### src/cnn_pkg.sv
`default_nettype none

package cnn_pkg;

	// tile geometry
	localparam int img_rows = 8;
	localparam int img_cols = 8;
	localparam int kernel_dim = 3;
	localparam int num_taps = kernel_dim * kernel_dim;
	localparam int out_rows = img_rows - kernel_dim + 1;
	localparam int out_cols = img_cols - kernel_dim + 1;
	localparam int pos_w = $clog2(img_cols);

	localparam int num_filters = 4;
	localparam int filt_w = $clog2(num_filters);
	localparam int num_channels = 4;
	localparam int chan_w = $clog2(num_channels);

	// row r sits in bank r mod 3, three rows of img_cols per bank
	localparam int num_banks = kernel_dim;
	localparam int rows_per_bank = (img_rows + num_banks - 1) / num_banks;
	localparam int in_addr_w = $clog2(rows_per_bank * img_cols);

	localparam int pix_w = 16;
	localparam int psum_w = 32;
	localparam int wt_addr_w = $clog2(num_channels * num_filters);
	localparam int wt_word_w = num_taps * pix_w;
	localparam int out_addr_w = $clog2(out_rows * out_cols);
	localparam int out_word_w = num_filters * psum_w;

	// step to output write, in cycles
	localparam int pipe_depth = 5;

	// scan_control states
	localparam logic [1:0] st_idle = 2'd0;
	localparam logic [1:0] st_load = 2'd1;
	localparam logic [1:0] st_sweep = 2'd2;
	localparam logic [1:0] st_drain = 2'd3;

endpackage

`default_nettype wire

### src/weight_fetch.sv
`timescale 1ns/100ps
`default_nettype none

module weight_fetch (
	input  logic clk,
	input  logic rst,
	input  logic wload_start,
	input  logic [cnn_pkg::chan_w-1:0] channel,
	input  logic [cnn_pkg::wt_word_w-1:0] wt_rd_data,
	output logic wt_rd_en,
	output logic [cnn_pkg::wt_addr_w-1:0] wt_addr,
	output logic weights_ready,
	output logic [cnn_pkg::num_filters-1:0][cnn_pkg::wt_word_w-1:0] weights
);

	logic [cnn_pkg::filt_w-1:0] issue_cnt;
	logic [cnn_pkg::filt_w-1:0] cap_idx;
	logic cap_en;

	// filter f of channel c sits at c * num_filters + f
	assign wt_addr = {channel, issue_cnt};

	always_ff @(posedge clk, posedge rst)
	begin
		if (rst)
		begin
			wt_rd_en <= 1'b0;
			issue_cnt <= '0;
			cap_en <= 1'b0;
			cap_idx <= '0;
			weights_ready <= 1'b0;
		end
		else
		begin
			cap_en <= wt_rd_en;
			cap_idx <= issue_cnt;
			if (cap_en && cap_idx == cnn_pkg::num_filters - 1)
				weights_ready <= 1'b1;
			if (wload_start)
			begin
				wt_rd_en <= 1'b1;
				issue_cnt <= '0;
				weights_ready <= 1'b0;
			end
			else if (wt_rd_en)
			begin
				issue_cnt <= issue_cnt + 1'b1;
				if (issue_cnt == cnn_pkg::num_filters - 1)
					wt_rd_en <= 1'b0;
			end
		end
	end

	// read data shows up one cycle behind the enable
	always_ff @(posedge clk)
	begin
		if (cap_en)
			weights[cap_idx] <= wt_rd_data;
	end

endmodule

`default_nettype wire

### config.mk
export PLATFORM = sky130hd
export DESIGN_NAME = weight_fetch
export DESIGN_NICKNAME = d
export VERILOG_FILES = /design/src/cnn_pkg.sv /design/src/weight_fetch.sv
export SDC_FILE = /design/constraint.sdc
export NUM_CORES = 1
export LEC_CHECK = 0
export ABC_CLOCK_PERIOD_IN_PS = 24600
export BUFFER_PORTS_ARGS = -buffer_cell sky130_fd_sc_hd__buf_2
export CAP_MARGIN = 40
export CELL_PAD_IN_SITES_DETAIL_PLACEMENT = 0
export CELL_PAD_IN_SITES_GLOBAL_PLACEMENT = 1
export CORE_AREA = 2 2 287 289
export CTS_BUF_LIST = sky130_fd_sc_hd__clkbuf_16
export CTS_CLUSTER_DIAMETER = 40
export DETAILED_ROUTE_END_ITERATION = 8
export DIE_AREA = 0 0 289 291
export PLACE_DENSITY = 0.58
export SYNTH_ARGS = -nofsm -noshare
export SYNTH_HDL_FRONTEND = slang
export SYNTH_SLANG_ARGS = --single-unit
### constraint.sdc
create_clock -name clk -period 24.6 [get_ports clk]
set_input_delay 4.92 -clock clk [delete_from_list [all_inputs] [get_ports clk]]
set_output_delay 4.92 -clock clk [all_outputs]
set_load 0.05 [all_outputs]
==> metrics.md <==
| Metric | Value |
|---|---|
| Most common cell after layout, fill and taps aside | buf_2 |
| Finished Layout Cells | ~2.6k |
| Flop pwr share | 0.417 |
| P per Cell Area | 123 nW/um^2 |
| Syn. warnings | 0 |
| Vias | around 9.3k |
| Sequential Area | approximately 17000 um^2 |
| Synthesized area | 17600 um^2 |
| Area Overhead vs Synth | 44.2% |
| Internal power | between 2 and 2.5 mW |
| Die height | around 290 um |
| Synthesized Nets | 750 |
| Clock Power Share | 0.357 |
| Drt wl/cell | 18.6 um |
| Number of buffers created by CTS | 77 |
| Arr. time, crit path | a little under 5 ns |
| Port bufs | 726 |
| Status | finished, final reports clean |
| Final nets | about 1.6k |
| Die X | around 290 um |
| Switching Power | ~1.1 mW |
| Layout cells sized above 1 | 0.589 |
| Placed cells | ~2.4k |
| Clk buf depth | 3 |
| Worst EP required | approximately 20 ns |
| Fmax | 0.102 GHz |
| Leakage | 9.77 nW |
| DR vias/cell | approximately 3.6 |
| Max-cap check violation count | 0 |
| Footprint of the multi-input gates | about 110 um^2 |
| Synth Instances | 600 |
| Crit path time final | 9.84 ns |
| First-pass GRT wire length | between 60 and 70 mm |
| H-tree depth | 3 |
| Switching Share | 0.344 |
| Antenna violations before repair | 8 |
| Die Area | ~84000 um^2 |
| Fraction of the yosys area taken by sequential cells | 0.994 |
| CP Class | input port to output pin |
| Clk_skew | between 0.015 and 0.02 ns |
| Comb pwr share | 0.226 |
| Fin crit share | 0.400 |
| Core area | 81200 um^2 |
| Largest net degree at the start of global routing | between 50 and 60 |
| Startpoint types | input port |
| Initial Utilization | 0.217 |
| DRT antenna net count | 0 |
| Final Hold Vio Count | 0 |
| DR DRC count | 0 |
| Setup bufs post-CTS | 0 |
| Worst-margin pin slew | between 0.8 and 0.9 ns |
| Hold_buf cts | 0 |
| Synth cell types | 14 |
| Top Ports | between 700 and 800 |
| TNS Setup | 0 ns |
| Number of detailed-route iterations in the first pass | 4 |
| Final wirelength | 47.5 mm |
| Starting DRC count in detailed routing | approximately 480 |
| Crit path launch | channel[1] |
| R2r startpoint | cap_idx[0]$_DFF_PP0_ |
| Clk sinks | between 500 and 600 |
| Global placer's final weighted congestion | about 0.76 |
| Row cnt | roughly 110 |
| Vias in the first global route | 9672 |
| GRT Total Usage | 0.107 |
| Detail Placement HPWL | approximately 34 mm |
| Final setup vio count | 0 |
| Hold Crit Class | flip-flop to flip-flop |
| CP max FO | 1 |
| Root Buffer | clkbuf_16 |
| CTS resizes | 0 |
| Grt ovf | 0 |
| Fin. max-slew vios | 0 |
| Hold path start | issue_cnt[1]$_DFFE_PP0P_ |
| Filler cells | roughly 8.0k |
| Commonest cells after routing, fill and taps aside | 726 x buf_2, 576 x edfxtp_1, 78 x clkbuf_16 |
| Critical path capture point type | output pin |
| Synth Register Bits | just under 600 |
| Worst vdd ir | about 58 uV |
| CTS tree | built |
| Clock slew at reported path FFs | about 0.05 ns |
| Unrepaired setup endpoints after global routing | no |
| Clk_lat worst skew | slightly above 0.6 ns |
| Syn Area/Cell | between 20 and 30 um^2 |
| Slew margin rel. | 0.417 |
synthesized netlist by cell type:
cell,number,area (um^2)
edfxtp_1,576,17300
and3b_1,1,8.76
a21o_2,1,8.76
a31oi_1,1,6.26
xnor2_1,1,8.76
nand2_1,1,3.75
nor3b_1,1,7.51
nor2_1,4,15.0
and3_1,1,6.26
dfrtp_1,7,175
inv_1,2,7.51
ha_1,1,12.5
mux2i_1,1,10.0
buf_4,2,15.0
stage by stage:
step	worst slack [ns]	hold slack, ns	instance area (um^2)	total power [mW]	utilization
6_report	14.76	0.447	25400	3.12	0.312
5_1_grt	14.76	0.468	25400	3.23	0.312
4_1_cts	14.76	0.459	25400	3.16	0.312
3_5_place_dp	14.76	0.431	22700	2.04	0.280
3_3_place_gp	14.76	0.431	22600	2.03	0.279
2_1_floorplan	12.92	0.548	17600	1.86	-
power by group through the flow:
stage | Clock [mW] | Combinational, mW | Sequential [mW]
floorplan | 0 | 0.0596 | 1.80
finish | 1.11 | 0.705 | 1.30
CTS | 1.14 | 0.716 | 1.30
global route | 1.19 | 0.729 | 1.31
global placement | 0 | 0.709 | 1.32
detailed placement | 0 | 0.715 | 1.32
sequential cells by signal, indices dropped and copies added (netlist names):
name / count
weights: 576
cap_idx: 2
issue_cnt: 2
cap_en: 1
weights_ready: 1
wt_rd_en: 1
cells by family after synthesis:
family                   count (synthesis)  synth area share
AO/OA/AOI/OAI                            2          0.000854
buffers and inverters                    4           0.00128
multiplexers                             1          0.000569
AND/OR/NAND/NOR                          8           0.00235
flip-flops                             583             0.994
adder cells (fa/ha/maj)                  1          0.000712
XOR/XNOR                                 1          0.000498
worst paths after layout:
path	endpoint	slack [ns]	depth (start not counted)
max in group asynchronous	cap_idx[1]$_DFF_PP0_	20.15	2
worst min register to register	cap_idx[1]$_DFF_PP0_	0.45	0
min in group asynchronous	issue_cnt[0]$_DFFE_PP0P_	4.24	2
worst max register to register	weights[394]$_DFFE_PP_	22.14	2
worst min-delay path	cap_idx[1]$_DFF_PP0_	0.45	0
worst max-delay path	wt_addr[3]	14.76	0
layout make-up:
type / instances / share of cell area
Sequential cell: 583 / 0.689
Timing Repair Buffer: 741 / 0.150
Clock buffer: 78 / 0.0770
Tap cell: 1070 / 0.0528
Clock inverter: 60 / 0.0260
Multi-Input combinational cell: 13 / 0.00429
Antenna cell: 4 / 0.000395
Inverter: 2 / 0.000296
metal layers:
layer  share of wire  up-vias  track usage  wire length (um)
li1                -     4124            -                 -
met1            0.36     4614        0.112             16900
met2            0.52      468        0.190             24700
met3           0.094      100       0.0417              4480
met4           0.030        4       0.0449              1400
met5         0.00070        -            0                33
Note: power is estimated with default switching activity, not from simulation.
