### config.mk
export PLATFORM = sky130hd
export DESIGN_NAME = scan_control
export DESIGN_NICKNAME = d
export VERILOG_FILES = /design/src/cnn_pkg.sv /design/src/scan_control.sv
export SDC_FILE = /design/constraint.sdc
export NUM_CORES = 1
export LEC_CHECK = 0
export ABC_AREA = 1
export ABC_CLOCK_PERIOD_IN_PS = 1300
export BUFFER_PORTS_ARGS = -buffer_cell sky130_fd_sc_hd__buf_2
export CORE_UTILIZATION = 49
export DETAILED_ROUTE_END_ITERATION = 8
export GPL_TIMING_DRIVEN = 0
export HOLD_SLACK_MARGIN = 0.12
export PLACE_DENSITY = 0.74
export SLEW_MARGIN = 0
export SYNTH_ARGS = -nofsm -noshare
export SYNTH_HDL_FRONTEND = slang
export SYNTH_SLANG_ARGS = --single-unit
### constraint.sdc
create_clock -name clk -period 1.3 [get_ports clk]
set_clock_uncertainty 0.15 [all_clocks]
set_input_delay 0.195 -clock clk [delete_from_list [all_inputs] [get_ports clk]]
set_output_delay 0.195 -clock clk [all_outputs]
set_load 0.02 [all_outputs]
### src/cnn_pkg.sv
`default_nettype none

package cnn_pkg;

	// tile geometry
	localparam int img_rows = 8;
	localparam int img_cols = 8;
	localparam int kernel_dim = 3;
	localparam int num_taps = kernel_dim * kernel_dim;
	localparam int out_rows = img_rows - kernel_dim + 1;
	localparam int out_cols = img_cols - kernel_dim + 1;
	localparam int pos_w = $clog2(img_cols);

	localparam int num_filters = 4;
	localparam int filt_w = $clog2(num_filters);
	localparam int num_channels = 4;
	localparam int chan_w = $clog2(num_channels);

	// row r sits in bank r mod 3, three rows of img_cols per bank
	localparam int num_banks = kernel_dim;
	localparam int rows_per_bank = (img_rows + num_banks - 1) / num_banks;
	localparam int in_addr_w = $clog2(rows_per_bank * img_cols);

	localparam int pix_w = 16;
	localparam int psum_w = 32;
	localparam int wt_addr_w = $clog2(num_channels * num_filters);
	localparam int wt_word_w = num_taps * pix_w;
	localparam int out_addr_w = $clog2(out_rows * out_cols);
	localparam int out_word_w = num_filters * psum_w;

	// step to output write, in cycles
	localparam int pipe_depth = 5;

	// scan_control states
	localparam logic [1:0] st_idle = 2'd0;
	localparam logic [1:0] st_load = 2'd1;
	localparam logic [1:0] st_sweep = 2'd2;
	localparam logic [1:0] st_drain = 2'd3;

endpackage

`default_nettype wire

### src/scan_control.sv
`timescale 1ns/100ps
`default_nettype none

module scan_control (
	input  logic clk,
	input  logic rst,
	input  logic req,
	input  logic weights_ready,
	output logic ack,
	output logic wload_start,
	output logic step_valid,
	output logic [cnn_pkg::pos_w-1:0] step_row,
	output logic [cnn_pkg::pos_w-1:0] step_col,
	output logic step_emit,
	output logic [cnn_pkg::out_addr_w-1:0] step_out_addr
);

	logic [1:0] state;
	logic [cnn_pkg::pos_w-1:0] row_cnt;
	logic [cnn_pkg::pos_w-1:0] col_cnt;
	logic [2:0] drain_cnt;
	logic [cnn_pkg::out_addr_w-1:0] out_cnt;

	always_ff @(posedge clk, posedge rst)
	begin
		if (rst)
		begin
			state <= cnn_pkg::st_idle;
			ack <= 1'b0;
			wload_start <= 1'b0;
			row_cnt <= '0;
			col_cnt <= '0;
			drain_cnt <= '0;
			out_cnt <= '0;
		end
		else
		begin
			wload_start <= 1'b0;
			case (state)
				cnn_pkg::st_idle:
				begin
					if (req)
					begin
						state <= cnn_pkg::st_load;
						wload_start <= 1'b1;
					end
				end
				cnn_pkg::st_load:
				begin
					row_cnt <= '0;
					col_cnt <= '0;
					out_cnt <= '0;
					// ready is still stale while the start pulse is out
					if (weights_ready && !wload_start)
						state <= cnn_pkg::st_sweep;
				end
				cnn_pkg::st_sweep:
				begin
					if (step_emit)
						out_cnt <= out_cnt + 1'b1;
					if (col_cnt == cnn_pkg::img_cols - 1)
					begin
						col_cnt <= '0;
						if (row_cnt == cnn_pkg::out_rows - 1)
						begin
							state <= cnn_pkg::st_drain;
							drain_cnt <= '0;
						end
						else
							row_cnt <= row_cnt + 1'b1;
					end
					else
						col_cnt <= col_cnt + 1'b1;
				end
				default:
				begin
					// wait out the pipeline, then hold ack until req drops
					if (ack)
					begin
						if (!req)
						begin
							ack <= 1'b0;
							state <= cnn_pkg::st_idle;
						end
					end
					else if (drain_cnt == cnn_pkg::pipe_depth - 1)
						ack <= 1'b1;
					else
						drain_cnt <= drain_cnt + 1'b1;
				end
			endcase
		end
	end

	assign step_valid = (state == cnn_pkg::st_sweep);
	assign step_row = row_cnt;
	assign step_col = col_cnt;
	// full window only from the third column on
	assign step_emit = (col_cnt >= cnn_pkg::kernel_dim - 1);
	// emitted positions come out in raster order
	assign step_out_addr = out_cnt;

endmodule

`default_nettype wire

==> key figures, run 1 <==
Floorplan
  – Die height: 51.28 um
  – Top Ports: 20
  – Die area: 0.002630 mm2
  – # rows: 17
  – Starting Density: between 50% and 60%
  – Placeable Area: 0.002255 mm2
  – Die W: just over 50 um

Clock network
  – CTS clk-pin slew, worst paths: 0.12 ns
  – Worst skew pair latency: ~0.30 ns
  – Num CTS Buffers: 3
  – # H-tree levels: 1
  – CTS tree: done
  – CTS Buffer Depth: 2
  – CTS sink cnt: 19
  – Clk Tree Root Cell: clkbuf_4

Drt
  – Antenna viol nets, final: 0
  – DRT iter0 DRCs: 27
  – DRC: 0
  – Via Count: around 1,200
  – Routed wire length per instance: between 15 and 20 um
  – Vias/cell: approximately 5.4
  – Post-Route WL: between 3000 and 4000 um
  – Drt pass-1 iters: 4

Logic synthesis
  – Syn_area_per_cell: 7.777 um2
  – #FFs+latches synth: 19
  – Mapped Cells: about 150
  – Distinct cell type count after synthesis: 20
  – Post-synthesis sequential area ratio: between 30% and 40%
  – Area leader, netlist: dfrtp_1
  – Synth Cell Area: ~0.0012 mm2
  – Net count after synthesis: about 170
  – Synth area leaders: dfrtp_1 40%, nand2_1 15%, ha_1 13%
  – Area share of the leading cell type in the synthesized netlist: 39.96%
  – Yosys warns: 0

Critical path
  – Flop2flop setup slack: -0.31 ns
  – Data required time of the worst path: ~1.3 ns
  – CP Launch Type: register
  – FF-to-FF End: drain_cnt[0]$_DFFE_PP0P_
  – WS Path Type: register to register
  – Crit-path max FO: 4
  – Critical path endpoint category: register
  – Worst reg2reg path startpoint: step_row[1]$_DFFE_PP0P_
  – Worst r2r path cells: 9
  – Critical Path AT: ~1.7 ns

Hold path
  – Hold Path Sink: state[1]$_DFFE_PP0P_
  – Hold depth: 6
  – Worst min path class: input port to register
  – Hold Crit Start: weights_ready

Power
  – Clock share of power: around 7.3%
  – Pint: 2.149 mW
  – Power Total: about 4.3 mW
  – Net Sw Frac: 49.49%
  – NetSw: 2.106 mW
  – Sequential share of power: between 20% and 30%
  – Gate power share: 69.0%
  – PwrDens: 2323 mW/mm2
  – Worst VDD drop: roughly 1.8 mV
  – P_leak: roughly 0.88 nW

Timing
  – Final setup viols: 20
  – Final hold vios: 0
  – Post-route clock period utilization: 124.0%
  – RSZ-0062 raised after global routing: true
  – Worst slew margin: a little under three quarters
  – Sum Neg Setup Slack: -3.766 ns
  – Least-Margin Pin Slew: about 0.43 ns
  – Max Slew Vio Count: 0
  – Setup ws final: -0.3119 ns
  – Peak Freq: 620.4 MHz
  – Fin crit period: about 1.6 ns

Status
  – Failing checks: negative setup slack
  – Status: complete, but fails checks

Global routing
  – Gr ovfl total: 0
  – Number of global-route vias before repair: between 1,000 and 1,500
  – Gr usage total: between 20% and 30%
  – Largest net degree at the start of global routing: 20
  – Antenna violations before repair: 0
  – Global-route wire length before repair: ~4500 um

Finish
  – Ant diodes: 0
  – Core Util, Final: between 80% and 90%
  – NumNets Final: 214
  – Share of layout cells above drive strength 1: between 50% and 60%
  – FILL cells: roughly 120
  – Layout Area Growth over Synthesis: 53.94%

Placement
  – GP Congestion: 0.8342
  – I/O Buffers: 19
  – Post-DP HPWL: around 1800 um

Run
  – Max Cap Violations: 0
==> how the worst max path moves through the flow <==
stage / from / depth (start not counted) / endpoint / slack, ns
6_report: step_row[1]$_DFFE_PP0P_ / 9 / drain_cnt[0]$_DFFE_PP0P_ / -0.31
5_1_grt: step_row[1]$_DFFE_PP0P_ / 9 / drain_cnt[2]$_DFFE_PP0P_ / -0.40
4_1_cts: state[0]$_DFFE_PP0P_ / 3 / step_valid / -0.22
3_5_place_dp: state[0]$_DFFE_PP0P_ / 9 / state[0]$_DFFE_PP0P_ / -0.28
3_3_place_gp: state[0]$_DFFE_PP0P_ / 9 / state[0]$_DFFE_PP0P_ / -0.25
2_1_floorplan: step_col[1]$_DFFE_PP0P_ / 8 / drain_cnt[2]$_DFFE_PP0P_ / -0.13
==> cells in the mapped netlist <==
cell type  count
o21ai_1        5
dfrtp_1       19
nand3_2        2
nor2_1         6
inv_2          7
nand3b_1       1
nand4_1        1
o21ai_0        6
xor2_1         2
a21oi_1        2
xnor2_1        2
nor2_4         1
nand2_1       46
inv_1         19
o21a_1         1
ha_1          12
nand2_2        5
nor2_2         3
o21ai_2        1
nand3_1       12
==> stage by stage <==
stage	std cells	worst slack, ns	hold WS, ns	area (um2)
final	225	-0.3119	0.2052	1832
after global routing	225	-0.4048	0.2530	1832
after CTS	212	-0.2187	0.1884	1567
after detailed placement	200	-0.2834	0.2058	1376
after global placement	200	-0.2518	0.1973	1376
after floorplan	153	-0.1343	-0.004078	1246
==> registers in the layout, indices dropped and copies added, names as in the netlist <==
signal / count
ack: 1
drain_cnt: 3
state: 2
step_col: 3
step_out_addr: 6
step_row: 3
wload_start: 1
==> cells in the final DEF (no fill, tap or decap), types with 2 or more instances in the layout <==
cell           count
clkbuf_4           3
buf_4             12
o21ai_2            4
ha_4               6
dlygate4sd3_1      2
nand2_8            3
nand3_4            2
inv_2              7
nand2_2            9
xor2_1             2
nand2_4            4
dfrtp_2            9
o21ai_1            7
inv_4              5
nor2_4             5
ha_1               5
nand3_1            8
nor2_1             4
a21oi_1            2
dfrtp_1           10
nand2_1           36
xnor2_1            2
inv_1             12
buf_6              7
buf_2             16
nand3_2            4
==> power by group through the flow <==
stage	registers [mW]	clock network (mW)	logic, mW
3_5_place_dp	0.997	0	1.78
3_3_place_gp	0.983	0	1.73
4_1_cts	0.999	0.311	2.13
5_1_grt	1.03	0.333	3.15
6_report	1.01	0.310	2.94
2_1_floorplan	1.09	0	1.29
==> critical path, cell delays in order (launching register included) <==
cell and delay, ns:
dfrtp_2 0.44, inv_1 0.09, ha_2 0.20, nand2_1 0.08, nand2_2 0.10, nand2_4 0.08, nor2_4 0.15, nand2_2 0.09
nand2_1 0.07, nand2_1 0.05
==> cells by family (layout without fill, tap and decap cells) <==
family | Yosys count | after routing | synth area share, %
AND/OR/NAND/NOR | 77 | 78 | 29.44
buffers and inverters | 26 | 69 | 8.202
flip-flops | 19 | 19 | 39.96
AO/OA/AOI/OAI | 15 | 15 | 6.835
adder cells (fa/ha/maj) | 12 | 12 | 12.62
XOR/XNOR | 4 | 4 | 2.945
==> what timing repair did <==
action / in CTS / in global routing
buffers inserted: 6 / 13
setup endpoints to repair: 20 / 42
gates cloned: 0 / 1
endpoints found under the hold margin: 20 / 0
pin swaps: 4 / 11
resized for setup: 28 / 43
hold buffers: 2 / 0
==> per-layer routing <==
layer	up-vias	GRT usage (%)	wire, um
li1	568	-	-
met1	567	26.49	1320
met4	0	6.757	133
met3	20	2.679	167
met2	60	43.42	1777
met5	-	0	0
==> cell type report <==
type / instances / area [um2] / area share (%)
Inverter: 26 / 121.4 / 6.626
Multi-Input combinational cell: 109 / 858.3 / 46.86
Clock buffer: 4 / 26.28 / 1.434
Sequential cell: 19 / 486.7 / 26.57
Timing Repair Buffer: 39 / 304.0 / 16.60
Tap cell: 28 / 35.03 / 1.913
(Power assumes the default switching activity.)
==> run 2: changes to the inputs <==
CORE_UTILIZATION = 47   (was 49)
PLACE_DENSITY = 0.71   (was 0.74)
==> key figures, run 2 (synthesis results as in run 1) <==
Floorplan
  – Starting Density: 51.80% (-0.98 points)
  – # rows: 17 (unchanged)
  – Die W: 52.32 um (+2.0%)
  – Die area: 0.002737 mm2 (+4.1%)
  – Die height: 52.32 um (+2.0%)
  – Placeable Area: 0.002297 mm2 (+1.9%)
  – Top Ports: 20 (unchanged)

Drt
  – Routed wl met3: 86 um (-49%)
  – Met1 wire length: 1188 um (-10%)
  – Antenna viol nets, final: 0 (unchanged)
  – Top layer in use: met4
  – Vias/cell: 4.991 (-7.6%)
  – Met2 WL: 1643 um (-7.5%)
  – Via Count: 1,103 (-9.2%)
  – Post-Route WL: 2942 um (-13%)
  – DRC: 0 (unchanged)
  – Drt pass-1 iters: 4 (unchanged)
  – DRT iter0 DRCs: 23 (-15%)
  – Routed wire length per instance: 13.31 um (-12%)

Run
  – Max Cap Violations: 0 (unchanged)

Clock network
  – Num CTS Buffers: 3 (unchanged)
  – # H-tree levels: 1 (unchanged)
  – Clk Tree Root Cell: clkbuf_4
  – CTS tree: done
  – Worst skew pair latency: 0.30 ns (about the same)
  – CTS sink cnt: 19 (unchanged)
  – CTS Buffer Depth: 2 (unchanged)
  – CTS clk-pin slew, worst paths: 0.11 ns (about the same)

Placement
  – Placed Instance Area: 0.001376 mm2 (unchanged)
  – GP Congestion: 0.8467 (+1.5%)
  – I/O Buffers: 19 (unchanged)
  – Post-DP HPWL: 1856 um (+5.1%)

Status
  – Status: complete, but fails checks
  – Failing checks: negative setup slack

Timing
  – Final setup viols: 19 (-5.0%)
  – Post-route clock period utilization: 117.3% (-6.7 points)
  – Least-Margin Pin Slew: 0.4377 ns (+0.006384 ns)
  – Fin crit period: 1.524 ns (-0.08740 ns)
  – RSZ-0062 raised after global routing: true
  – Worst slew margin: 70.76% (-0.43 points)
  – Setup ws final: -0.2245 ns (+0.08740 ns)
  – Peak Freq: 656.0 MHz (+5.7%)
  – Hold_ws: 0.1600 ns (-0.04523 ns)
  – Max Slew Vio Count: 0 (unchanged)
  – Final hold vios: 0 (unchanged)

Global routing
  – Gr usage total: 23.30% (+0.44 points)
  – Global-route wire length before repair: 4650 um (+2.9%)
  – Gr ovfl total: 0 (unchanged)
  – Largest net degree at the start of global routing: 20 (unchanged)
  – Number of global-route vias before repair: 1,097 (+1.7%)
  – Antenna violations before repair: 0 (unchanged)

Finish
  – Most frequent cells in the layout: 42 x nand2_1, 13 x inv_1, 13 x buf_2
  – Layout Area Growth over Synthesis: 44.79%
  – Commonest non-fill, non-tap cell in the layout: nand2_1
  – Max reg flops: 6 (unchanged)
  – Share of layout cells above drive strength 1: 45.60% (-6.2 points)
  – NumNets Final: 210 (-1.9%)
  – Ant diodes: 0 (unchanged)
  – Post-route cell area: 0.001723 mm2 (-5.9%)
  – Core Util, Final: 75.00% (-6.2 points)

Power
  – PwrDens: 2212 mW/mm2 (-4.8%)
  – Power Total: 3.810 mW (-10%)
  – P_leak: 0.8521 nW (-3.3%)
  – Worst VDD drop: 1.384 mV (-24%)

Critical path
  – Crit-path max FO: 5 (+1)
  – Flop2flop setup slack: -0.19 ns (+0.12 ns)
  – WS Path Type: register to output pin
  – Data required time of the worst path: 0.95 ns (-0.39 ns)
  – Critical Path AT: 1.18 ns (-0.47 ns)
  – Critical path endpoint category: output pin
  – CP Launch Type: register
  – Worst reg2reg path startpoint: step_col[1]$_DFFE_PP0P_
  – Worst r2r path cells: 8 (-1)
  – FF-to-FF End: step_row[2]$_DFFE_PP0P_

Hold path
  – Hold Crit Start: weights_ready
  – Worst min path class: input port to register
  – Hold depth: 6 (unchanged)
  – Hold Path Sink: state[0]$_DFFE_PP0P_
==> run 2: cell count changes in the layout (fill, tap and decap cells not counted), moves of 2 or more <==
cell and delta:
buf_2 -3, nor2_4 -2, buf_6 +3, nand2_2 -5, nand3_1 +3, nor2_2 +2
nand2_8 -2, o21ai_2 -3, o21ai_1 +2, nand3_2 -2, nand2_1 +6
==> run 2: metal layers <==
layer | vias up | GRT usage (%)
li1 | 558 | -
met1 | 516 | 23.97
met2 | 25 | 46.62
met3 | 4 | 2.899
met4 | 0 | 8.333
met5 | - | 0
==> run 2: cell type report <==
| cell class | instances | area, um2 |
|---|---|---|
| Clock buffer | 3 | 22.52 |
| Clock inverter | 1 | 5.005 |
| Fill cell | 163 | 574.3 |
| Inverter | 26 | 113.9 |
| Multi-Input combinational cell | 108 | 778.2 |
| Sequential cell | 19 | 488.0 |
| Tap cell | 28 | 35.03 |
| Timing Repair Buffer | 36 | 280.3 |
==> run 2: worst max-delay path by stage <==
stage / startpoint / cells past startpoint / endpoint / slack [ns]
after floorplan: step_col[1]$_DFFE_PP0P_ / 8 / drain_cnt[2]$_DFFE_PP0P_ / -0.13
after global placement: state[0]$_DFFE_PP0P_ / 9 / state[0]$_DFFE_PP0P_ / -0.26
after detailed placement: state[0]$_DFFE_PP0P_ / 9 / state[1]$_DFFE_PP0P_ / -0.26
after CTS: state[0]$_DFFE_PP0P_ / 3 / step_valid / -0.22
after global routing: state[0]$_DFFE_PP0P_ / 3 / step_valid / -0.26
final: state[0]$_DFFE_PP0P_ / 3 / step_valid / -0.22
==> run 2: worst max-delay path, stage by stage (launching register included) <==
cell,delay (ns)
dfrtp_2,0.47
inv_4,0.11
ha_4,0.18
buf_6,0.12
==> run 2: metrics by stage <==
step	std cells	TNS, ns	worst slack (ns)
6_report	221	-2.605	-0.2245
3_3_place_gp	200	-2.243	-0.2565
2_1_floorplan	153	-1.281	-0.1343
3_5_place_dp	200	-2.705	-0.2600
5_1_grt	221	-3.708	-0.2634
4_1_cts	215	-2.474	-0.2209
==> run 2: report_power, final <==
part	leakage (nW)	switching, mW	internal [mW]
Clock	0.0177	0.195	0.115
Sequential	0.239	0.217	0.789
Combinational	0.595	1.41	1.08
==> run 2: repair_timing <==
item	4_1_cts	5_1_grt
hold endpoints to repair	20	0
hold buffers	2	0
gates resized for setup	29	26
buffers inserted	9	6
pin swaps	4	5
endpoints found under the setup margin	21	45
