$ cat src/cnn_pkg.sv
`default_nettype none

package cnn_pkg;

	// tile geometry
	localparam int img_rows = 8;
	localparam int img_cols = 8;
	localparam int kernel_dim = 3;
	localparam int num_taps = kernel_dim * kernel_dim;
	localparam int out_rows = img_rows - kernel_dim + 1;
	localparam int out_cols = img_cols - kernel_dim + 1;
	localparam int pos_w = $clog2(img_cols);

	localparam int num_filters = 4;
	localparam int filt_w = $clog2(num_filters);
	localparam int num_channels = 4;
	localparam int chan_w = $clog2(num_channels);

	// row r sits in bank r mod 3, three rows of img_cols per bank
	localparam int num_banks = kernel_dim;
	localparam int rows_per_bank = (img_rows + num_banks - 1) / num_banks;
	localparam int in_addr_w = $clog2(rows_per_bank * img_cols);

	localparam int pix_w = 16;
	localparam int psum_w = 32;
	localparam int wt_addr_w = $clog2(num_channels * num_filters);
	localparam int wt_word_w = num_taps * pix_w;
	localparam int out_addr_w = $clog2(out_rows * out_cols);
	localparam int out_word_w = num_filters * psum_w;

	// step to output write, in cycles
	localparam int pipe_depth = 5;

	// scan_control states
	localparam logic [1:0] st_idle = 2'd0;
	localparam logic [1:0] st_load = 2'd1;
	localparam logic [1:0] st_sweep = 2'd2;
	localparam logic [1:0] st_drain = 2'd3;

endpackage

`default_nettype wire

$ cat src/window_fetch.sv
`timescale 1ns/100ps
`default_nettype none

module window_fetch (
	input  logic clk,
	input  logic rst,
	input  logic step_valid,
	input  logic [cnn_pkg::pos_w-1:0] step_row,
	input  logic [cnn_pkg::pos_w-1:0] step_col,
	input  logic step_emit,
	input  logic [cnn_pkg::out_addr_w-1:0] step_out_addr,
	input  logic [cnn_pkg::num_banks-1:0][cnn_pkg::pix_w-1:0] in_rd_data,
	output logic in_rd_en,
	output logic [cnn_pkg::num_banks-1:0][cnn_pkg::in_addr_w-1:0] in_addr,
	output logic win_valid,
	output logic [cnn_pkg::num_taps-1:0][cnn_pkg::pix_w-1:0] win_pixels,
	output logic [cnn_pkg::out_addr_w-1:0] win_out_addr
);

	logic [cnn_pkg::num_banks-1:0][cnn_pkg::in_addr_w-1:0] addr_next;
	logic [1:0] rot_s;
	logic [1:0] rot_a;
	logic [1:0] rot_b;
	logic emit_a;
	logic emit_b;
	logic valid_b;
	logic [cnn_pkg::out_addr_w-1:0] oaddr_a;
	logic [cnn_pkg::out_addr_w-1:0] oaddr_b;
	logic [cnn_pkg::kernel_dim-1:0][cnn_pkg::pix_w-1:0] new_col;

	// bank holding the window's top row
	assign rot_s = 2'(step_row % 3'(cnn_pkg::num_banks));

	// rows r, r+1, r+2 land in three different banks
	always_comb
	begin
		logic [cnn_pkg::pos_w-1:0] row;
		logic [cnn_pkg::pos_w-1:0] bank;
		logic [cnn_pkg::pos_w-1:0] slot;
		addr_next = '0;
		for (int k = 0; k < cnn_pkg::kernel_dim; k++)
		begin
			row = step_row + k[cnn_pkg::pos_w-1:0];
			bank = row % 3'(cnn_pkg::num_banks);
			slot = row / 3'(cnn_pkg::num_banks);
			addr_next[bank[1:0]] = {slot[1:0], step_col};
		end
	end

	// undo the rotation so window row 0 is the top row
	always_comb
	begin
		logic [2:0] idx;
		for (int k = 0; k < cnn_pkg::kernel_dim; k++)
		begin
			idx = {1'b0, rot_b} + k[2:0];
			if (idx >= 3'(cnn_pkg::num_banks))
				idx = idx - 3'(cnn_pkg::num_banks);
			new_col[k] = in_rd_data[idx[1:0]];
		end
	end

	always_ff @(posedge clk, posedge rst)
	begin
		if (rst)
		begin
			in_rd_en <= 1'b0;
			emit_a <= 1'b0;
			valid_b <= 1'b0;
			emit_b <= 1'b0;
			win_valid <= 1'b0;
		end
		else
		begin
			in_rd_en <= step_valid;
			emit_a <= step_valid & step_emit;
			valid_b <= in_rd_en;
			emit_b <= emit_a;
			win_valid <= emit_b;
		end
	end

	always_ff @(posedge clk)
	begin
		in_addr <= addr_next;
		rot_a <= rot_s;
		rot_b <= rot_a;
		oaddr_a <= step_out_addr;
		oaddr_b <= oaddr_a;
		win_out_addr <= oaddr_b;
		if (valid_b)
		begin
			// shift left, new column enters on the right
			for (int k = 0; k < cnn_pkg::kernel_dim; k++)
			begin
				for (int j = 0; j < cnn_pkg::kernel_dim - 1; j++)
					win_pixels[k * cnn_pkg::kernel_dim + j] <=
						win_pixels[k * cnn_pkg::kernel_dim + j + 1];
				win_pixels[k * cnn_pkg::kernel_dim + cnn_pkg::kernel_dim - 1] <= new_col[k];
			end
		end
	end

endmodule

`default_nettype wire

$ cat config.mk
export PLATFORM = sky130hd
export DESIGN_NAME = window_fetch
export DESIGN_NICKNAME = d
export VERILOG_FILES = /design/src/cnn_pkg.sv /design/src/window_fetch.sv
export SDC_FILE = /design/constraint.sdc
export NUM_CORES = 1
export LEC_CHECK = 0
export BUFFER_PORTS_ARGS = -buffer_cell sky130_fd_sc_hd__buf_4
export CAP_MARGIN = 0
export CELL_PAD_IN_SITES_DETAIL_PLACEMENT = 0
export CELL_PAD_IN_SITES_GLOBAL_PLACEMENT = 1
export CORE_UTILIZATION = 40
export CTS_CLUSTER_DIAMETER = 120
export DETAILED_ROUTE_END_ITERATION = 10
export GPL_ROUTABILITY_DRIVEN = 0
export PLACE_DENSITY_LB_ADDON = 0.1
export SYNTH_ARGS = -nofsm -noshare
export SYNTH_HDL_FRONTEND = slang
export SYNTH_SLANG_ARGS = --single-unit
$ cat constraint.sdc
create_clock -name clk -period 4.8 [get_ports clk]
set_clock_uncertainty 0.05 [all_clocks]
set_input_delay 0.24 -clock clk [delete_from_list [all_inputs] [get_ports clk]]
set_output_delay 0.24 -clock clk [all_outputs]
set_load 0.01 [all_outputs]
==> impl_metrics.toml, run 1 <==
[setup_path]
cp-end-kind = "flop"
critPathMaxFanout = 49
crit_path_start_kind = "flop"
criticalPathCategory = "flop to flop"
reg2regPathDepth = 5
worstPathArrival_ps = 2560
critPathRequiredTime_ps = 4880

[clock_tree]
insertion_delay_ps = 430
cts-root-buf = "clkbuf_16"
numCtsBuffers = 17
ctsHoldBuffers = 12
cts.clk_slew.worst_paths_ps = 80
cts_tree = "done"
h-tree-depth = 4
post_cts_resized = 0
post-cts-setup-buffers = 0
cts_max_path_buffers = 2
clock_sinks = 186

[finish]
mostFrequentLayoutCells = "buf_4, edfxtp_1, nand2_1"
utilization_pct = 56.0
final_common_cell = "buf_4"
fill_cells = 1458
drive_above_1_share_pct = 38.1
diodes = 0
stdcell_area_sq_um = 9690
area_growth_pct = 36.9
final_nets = 804

[synth]
yosysUniqueCellTypes = 49
synth_top_area_share_pct = 61.1
async_reset_ff_share_pct = 2.69
netlist_area_sq_um = 7080
yosysSeqAreaShare_pct = 73.3
synth_area_leaders = "edfxtp_1, dfxtp_1, a21oi_1, mux2i_1, nand2_1"
yosys_warnings = 0
synthCells = 492
ys_ff_latch = 186
syn_nets = 569
synth-edff-count = 144
synth-main-ff-cell = "edfxtp_1"
synth_area_leader_cell = "edfxtp_1"
avgSynthCellArea_sq_um = 14.4

[place]
place_area_sq_um = 8980
place_hpwl_mm = 10.9
place_ws_ps = 1900
port_buffers = 230

[die]
core_sq_um = 17300
die_width_microns = 135
rows = 48
design.die.area_sq_um = 18200
ioPinCount = 231
initial_core_util_pct = 40.9
die_y_microns = 135

[route]
maxUsedRoutingLayer = "met4"
drtPass1Iterations = 7
wl_met1_mm = 6.64
drt-initial-drc-count = 349
wl_met3_mm = 1.07
wirelength_mm = 15.9
met2_length_mm = 8.00
wl_per_cell_microns = 16.5
route.detailed.drc = 0
vias = 4747
viasPerCell = 4.92
final_antenna_net_count = 0

[sta]
fin_ws_ps = 2310
rsz0062_at_grt = "false"
setup_viol = 0
final_hold_viol_count = 0
fin_setup_tns_ps = 0
slew_viol_final = 0
tightest_slew_ps = 1080
fmax_mhz = 402
period_share_pct = 51.8
period_minus_slack_ps = 2490
max_slew_margin_pct = 27.7

[global_route]
first_global_vias = 4570
grt_use_total_pct = 17.1
antenna_found_initial = 0
grt_overflow = 0
grt_pass1_wl_mm = 23.5
grt_max_degree = 145

[power]
static-leakage-power_nw = 3.97
max-vdd-ir-drop_mv = 0.267
power.total_mw = 4.29
power_per_cell_area_nw_per_um2 = 443

[run]
max_cap_violations = 0

[outcome]
status = "complete, no violations"

[min_path]
hold_path_depth = 3
hp-class = "primary input to flop"
-- where the power goes --
part	switching, mW	internal (mW)
clock network	0.656	0.695
registers	0.0895	1.99
logic	0.451	0.403
-- sequential cells by signal (all words and copies together), names as in the netlist --
register,flops
win_valid,1
in_addr,15
valid_b,1
win_out_addr,6
emit_a,1
oaddr_b,6
win_pixels,144
in_rd_en,1
oaddr_a,6
rot_a,2
emit_b,1
rot_b,2
-- layout make-up --
type	count	area (sq um)	area share, %
clock inverters	15	156	1.61
flip-flops and latches	186	5190	53.6
clock buffers	17	425	4.39
inverters	11	41.3	0.426
well taps	225	282	2.91
repair buffers	244	1870	19.3
multi-input cells	267	1710	17.7
-- cell families (layout without fill, tap and decap cells) --
kind of cell    count (synthesis)  after routing  share of synthesized area [%]
flops                         186            186                           73.3
simple gates                  112            112                           7.80
compound gates                115            115                           9.87
buf+inv                        39            287                           2.55
mux                            21             21                           3.04
xor+xnor                        6              6                           1.11
fa+ha+maj                      13             13                           2.30
-- critical path: stages (launching register included) --
cell and delay, ps:
dfxtp_1 340, inv_1 50, ha_2 1040, nor2b_2 410
nand2_1 150, o21ai_0 110
-- path summary, 6_finish.rpt --
kind                                  start                        end  slack [ps]
setup / recovery           rot_b[0]$_DFF_P_  win_pixels[128]$_DFFE_PP_        2310
setup reg to reg           rot_b[0]$_DFF_P_  win_pixels[128]$_DFFE_PP_        2310
max in group asynchronous               rst          valid_b$_DFF_PP0_        4300
min in group asynchronous               rst          valid_b$_DFF_PP0_         220
hold / removal               in_rd_data[27]  win_pixels[139]$_DFFE_PP_          70
hold reg to reg            rot_a[1]$_DFF_P_           rot_b[1]$_DFF_P_         270
-- Yosys cell counts (9+ instances only) --
cell and number:
ha_1 13, edfxtp_1 144, inv_1 10, o22ai_1 29
clkbuf_1 13, o21ai_0 24, nor2b_1 26, nand2_1 51
dfxtp_1 37, a21oi_1 40, buf_2 9, mux2i_1 20
-- metrics by stage --
step | hold WS (ps) | std cells
finish | 65.9 | 965
global route | 54.9 | 965
CTS | 43.7 | 965
detailed placement | 104 | 921
global placement | 94.1 | 921
floorplan | -31.5 | 492
-- per-layer routing --
layer  GRT usage, %  vias to the layer above
li1               -                     2293
met1           20.5                     2290
met2           28.7                      150
met3           4.99                       14
met4           7.43                        0
met5              0                        -
(Power assumes the default switching activity.)
==> inputs of run 2 (changes only) <==
clock period = 2.6 ns   (was 4.8 ns; I/O delays follow)
==> run 2 against run 1 <==
Against the previous run: die area is the same; count of clock-buffer cells in the layout grew 2; flip-flop and latch count is the same; design area grew 3.0%; non-clock buffer count grew 31; global-route usage grew 0.63 points; clock power grew 84%; utilization grew 1.7 points; cell count grew 3.2%; critical path type is now primary input to flop; hold slack lost 49 ps; first-iteration DRC count shrank 11%; total power grew 86%; highest routed layer unchanged.
==> impl_metrics.toml, run 2 (same netlist as run 1, synthesis figures left out) <==
[die]
rows = 48
die_y_microns = 135
initial_core_util_pct = 40.9
core_sq_um = 17300
ioPinCount = 231
die_width_microns = 135
design.die.area_sq_um = 18200

[power]
max-vdd-ir-drop_mv = 0.494
power.total_mw = 7.97
static-leakage-power_nw = 4.11
power_per_cell_area_nw_per_um2 = 798

[outcome]
status = "complete, no violations"

[sta]
tightest_slew_ps = 937
period_minus_slack_ps = 2100
period_share_pct = 80.8
setup_viol = 0
final_hold_viol_count = 0
max_slew_margin_pct = 37.2
fin_setup_tns_ps = 0
fin_ws_ps = 498
slew_viol_final = 0
holdWs_ps = 16.7
rsz0062_at_grt = "false"
fmax_mhz = 476

[global_route]
grt_max_degree = 80
grt_pass1_wl_mm = 24.5
antenna_found_initial = 0
grt_overflow = 0
grt_use_total_pct = 17.7
first_global_vias = 4680

[clock_tree]
cts.clk_slew.worst_paths_ps = 70
numCtsBuffers = 17
h-tree-depth = 4
clock_sinks = 186
post-cts-setup-buffers = 0
insertion_delay_ps = 420
ctsHoldBuffers = 30
cts_tree = "done"
cts-root-buf = "clkbuf_16"
post_cts_resized = 0
cts_max_path_buffers = 2

[route]
wirelength_mm = 16.3
route.detailed.drc = 0
final_antenna_net_count = 0
vias = 4864
wl_per_cell_microns = 16.4
drt-initial-drc-count = 309
drtPass1Iterations = 4
viasPerCell = 4.88

[finish]
final_nets = 835
final_common_cell = "buf_4"
stdcell_area_sq_um = 9980
area_growth_pct = 41.1
utilization_pct = 57.7
fin_cells = 996
diodes = 0
largest_register_ffs = 144
regMostFlops = "win_pixels"
largestRegisters = "win_pixels (144), in_addr (15)"
mostFrequentLayoutCells = "buf_4, edfxtp_1, nand2_1"
drive_above_1_share_pct = 38.1

[place]
place_hpwl_mm = 11.3
place_area_sq_um = 9110
port_buffers = 230
place_ws_ps = 65.7
dp_cells = 934

[run]
max_cap_violations = 0

[setup_path]
critPathMaxFanout = 13
criticalPathCategory = "primary input to flop"
crit_path_cell_trace = "buf_4 > inv_1 > ha_1 > a21oi_4 > xnor2_4 > inv_2 > ha_1 > nor3_2 > nor3_1 > a31o_2 > a211oi_2 > nor2b_1"
worstPathArrival_ps = 2360
slowest_delay_ps = 330
critPathTopFamily = "compound AO/OA/AOI/OAI gates"
cpMaxStageDelayCell = "ha_1"
crit_path_start_kind = "primary input"
cpMostUsedCell = "ha_1"
critPathRequiredTime_ps = 2850
cp-end-kind = "flop"
critPathBufInv = 3

[min_path]
hp-class = "primary input to flop"
==> run 2: cell count changes in the layout (fill, tap and decap cells not counted) <==
| cell | before | now |
|---|---|---|
| dlygate4sd3_1 | 12 | 30 |
| buf_4 | 231 | 242 |
| buf_12 | 1 | 3 |
| clkinv_2 | 2 | 0 |
| clkinv_4 | 3 | 5 |
| clkinv_8 | 3 | 1 |
| inv_6 | 3 | 1 |
| clkbuf_1 | 0 | 1 |
| clkbuf_8 | 0 | 1 |
| inv_4 | 0 | 1 |
| inv_8 | 4 | 5 |
==> run 2: final timing paths <==
path | startpoint | end | slack [ps] | cells past startpoint
worst min register to register | rot_a[0]$_DFF_P_ | rot_b[0]$_DFF_P_ | 280 | 0
max in group asynchronous | rst | valid_b$_DFF_PP0_ | 2210 | 3
worst max-delay path | step_row[2] | in_addr[1]$_DFF_P_ | 500 | 12
min in group asynchronous | rst | emit_a$_DFF_PP0_ | 100 | 3
worst min-delay path | in_rd_data[3] | win_pixels[131]$_DFFE_PP_ | 20 | 3
worst max register to register | rot_b[0]$_DFF_P_ | win_pixels[143]$_DFFE_PP_ | 700 | 5
==> run 2: worst min-delay path, cell delays in order <==
cell and delay (ps):
buf_4 80, mux2i_1 50, o21ai_0 120
==> run 2: power by group <==
group	total, mW	internal [mW]	switching, mW
clock	2.49	1.30	1.19
sequential	3.86	3.68	0.180
combinational	1.62	0.788	0.836
total	7.97	5.77	2.20
==> run 2: cell type report <==
cell class                 count  area [sq um]
inverter                      11          41.3
fill                        1443          7310
tap                          225           282
multi-input combinational    267          1710
clock inverter                13           131
clock buffer                  19           443
sequential                   186          5190
timing repair buffer         275          2180
==> run 2: metal layers <==
metal	vias up	track usage, %	wire, microns
met5	-	0	0
met4	0	6.18	202
li1	2349	-	-
met3	19	4.32	1000
met2	172	31.0	8320
met1	2324	21.3	6770
==> inputs of run 3 (changes only) <==
ABC_AREA = 1   (was not set)
CORE_UTILIZATION = 39   (was 40)
clock period = 2.2 ns   (was 2.6 ns; I/O delays follow)
==> run 3 against run 2 <==
Against the previous run: sequential power is 18% higher; setup slack worse by 300 ps; critical path depth is 4 lower; non-clock buffer count is 12 higher; sequential share of layout area is 0.097 points lower; total power is 18% higher; hold slack better by 2.1 ps; via count is 2.9% higher; utilization is 0.11 points higher; flip-flop and latch count stayed put; critical path type is now flop to flop; critical endpoint is now win_pixels[43]$_DFFE_PP_; largest cell class unchanged; largest power group unchanged.
==> impl_metrics.toml, run 3 <==
[outcome]
status = "complete, no violations"

[global_route]
antenna_found_initial = 0
first_global_vias = 4888
grt_pass1_wl_mm = 24.7
grt_max_degree = 34
grt_use_total_pct = 17.9
grt_overflow = 0

[setup_path]
critPathMaxFanout = 16
cp-end-kind = "flop"
critPathRequiredTime_ps = 2320
criticalPathCategory = "flop to flop"
crit_path_start_kind = "flop"
worstPathArrival_ps = 2120

[synth]
netlist_area_sq_um = 6930
yosysUniqueCellTypes = 27
synthCells = 526
ys_ff_latch = 186
syn_nets = 603
yosys_warnings = 0
synth-edff-count = 144
synth_area_leaders = "edfxtp_1, dfxtp_1, o21ai_0, a21oi_1, inv_1"
synth_common_cells = "edfxtp_1, o21ai_0, inv_1, a21oi_1, nand2_1"
synth_top_area_share_pct = 62.4
avgSynthCellArea_sq_um = 13.2
async_reset_ff_share_pct = 2.69
synth-main-ff-cell = "edfxtp_1"
yosysSeqAreaShare_pct = 74.9
synth_area_leader_cell = "edfxtp_1"
yosysMostFrequentCell = "edfxtp_1"

[route]
final_antenna_net_count = 0
wirelength_mm = 16.5
wl_per_cell_microns = 15.7
vias = 5003
drt-initial-drc-count = 310
drtPass1Iterations = 4
route.detailed.drc = 0
viasPerCell = 4.76

[sta]
fin_ws_ps = 201
slew_viol_final = 0
final_hold_viol_count = 0
period_share_pct = 90.9
max_slew_margin_pct = 64.7
holdWs_ps = 18.7
period_minus_slack_ps = 2000
rsz0062_at_grt = "false"
setup_viol = 0
tightest_slew_ps = 529
fmax_mhz = 500

[power]
power_per_cell_area_nw_per_um2 = 939
max-vdd-ir-drop_mv = 0.618
static-leakage-power_nw = 4.35

[die]
die_y_microns = 135
design.die.area_sq_um = 18300
core_sq_um = 17300
ioPinCount = 231
die_width_microns = 135
initial_core_util_pct = 40.1
rows = 48

[clock_tree]
insertion_delay_ps = 430
clock_sinks = 186
cts_tree = "done"
cts.clk_slew.worst_paths_ps = 70
cts_max_path_buffers = 2
cts-root-buf = "clkbuf_16"
h-tree-depth = 4
numCtsBuffers = 17

[finish]
regMostFlops = "win_pixels"
largest_register_ffs = 144
area_growth_pct = 44.4
drive_above_1_share_pct = 37.0
diodes = 0
fin_cells = 1051
final_nets = 890
final_common_cell = "buf_4"
mostFrequentLayoutCells = "buf_4, edfxtp_1, o21ai_0"
largestRegisters = "win_pixels (144), in_addr (15)"

[place]
place_hpwl_mm = 11.9
port_buffers = 230
dp_cells = 983
place_ws_ps = -13.0

[run]
max_cap_violations = 0

[min_path]
hp-class = "primary input to flop"
run 3: changes by cell type after synthesis, moves of 5 or more:
| cell | delta |
|---|---|
| nor2b_1 | -26 |
| mux2i_1 | -20 |
| nand3_1 | +15 |
| and2_1 | -8 |
| o22ai_1 | -29 |
| clkbuf_1 | -5 |
| nand2_2 | +10 |
| nand2_1 | -5 |
| a21oi_1 | +9 |
| nor3_1 | -8 |
| inv_1 | +49 |
| o21ai_0 | +74 |
| nand3_2 | +5 |
run 3: per-layer routing:
| metal | global-route usage [%] | share of wire [%] | vias up | wire length, microns |
|---|---|---|---|---|
| met2 | 30.1 | 50 | 176 | 8180 |
| met3 | 5.31 | 7.2 | 19 | 1180 |
| met1 | 21.8 | 41 | 2372 | 6820 |
| li1 | - | - | 2436 | - |
| met5 | 0 | 0 | - | 0 |
| met4 | 6.62 | 1.7 | 0 | 273 |
run 3: worst paths after layout:
| kind | start | endpoint | slack, ps | cells after the start |
|---|---|---|---|---|
| setup reg to reg | rot_b[1]$_DFF_P_ | win_pixels[43]$_DFFE_PP_ | 200 | 8 |
| min in group asynchronous | rst | in_rd_en$_DFF_PP0_ | 80 | 3 |
| setup / recovery | rot_b[1]$_DFF_P_ | win_pixels[43]$_DFFE_PP_ | 200 | 8 |
| hold / removal | in_rd_data[34] | win_pixels[130]$_DFFE_PP_ | 20 | 3 |
| max in group asynchronous | rst | valid_b$_DFF_PP0_ | 1840 | 3 |
| hold reg to reg | oaddr_b[3]$_DFF_P_ | win_out_addr[3]$_DFF_P_ | 280 | 0 |
run 3: area by class of cell:
| class | count | area (sq um) |
|---|---|---|
| Clock buffer | 18 | 429 |
| Clock inverter | 14 | 149 |
| Sequential cell | 186 | 5190 |
| Timing Repair Buffer | 287 | 2290 |
| Fill cell | 1453 | 7300 |
| Inverter | 62 | 235 |
| Tap cell | 225 | 282 |
| Multi-Input combinational cell | 259 | 1420 |
run 3: what timing repair did:
action,in CTS,in global routing
buffers inserted,0,0
gates resized for setup,0,1
setup endpoints to repair,0,2
hold buffers,36,0
endpoints found under the hold margin,69,0
run 3: worst max-delay path, stage by stage, from the launching register on:
cell and delay (ps):
dfxtp_1 330, inv_1 50, ha_1 190, inv_1 110
buf_4 220, a21oi_1 80, o21ai_0 60, o21ai_0 90
dlygate4sd3_1 560
run 3: kinds of logic after synthesis:
kind of cell	after synthesis	share of synthesized area (%)
buf+inv	81	4.66
compound gates	151	11.1
flops	186	74.9
simple gates	94	6.74
fa+ha+maj	13	2.35
xor+xnor	1	0.235
run 3: where the power goes:
group | switching (mW) | internal (mW) | total [mW] | leakage (nW)
registers | 0.204 | 4.35 | 4.56 | 1.79
logic | 1.00 | 0.886 | 1.89 | 2.27
clock network | 1.42 | 1.52 | 2.94 | 0.286
run 3: stage by stage:
stage	setup TNS [ps]	cell area, sq um	util, %	power (mW)
detailed placement	-25.8	9060	52.4	6.47
floorplan	0	6930	-	5.43
finish	0	10000	57.8	9.39
global placement	0	9060	52.4	6.44
CTS	0	10000	57.8	9.50
global route	0	10000	57.8	9.83
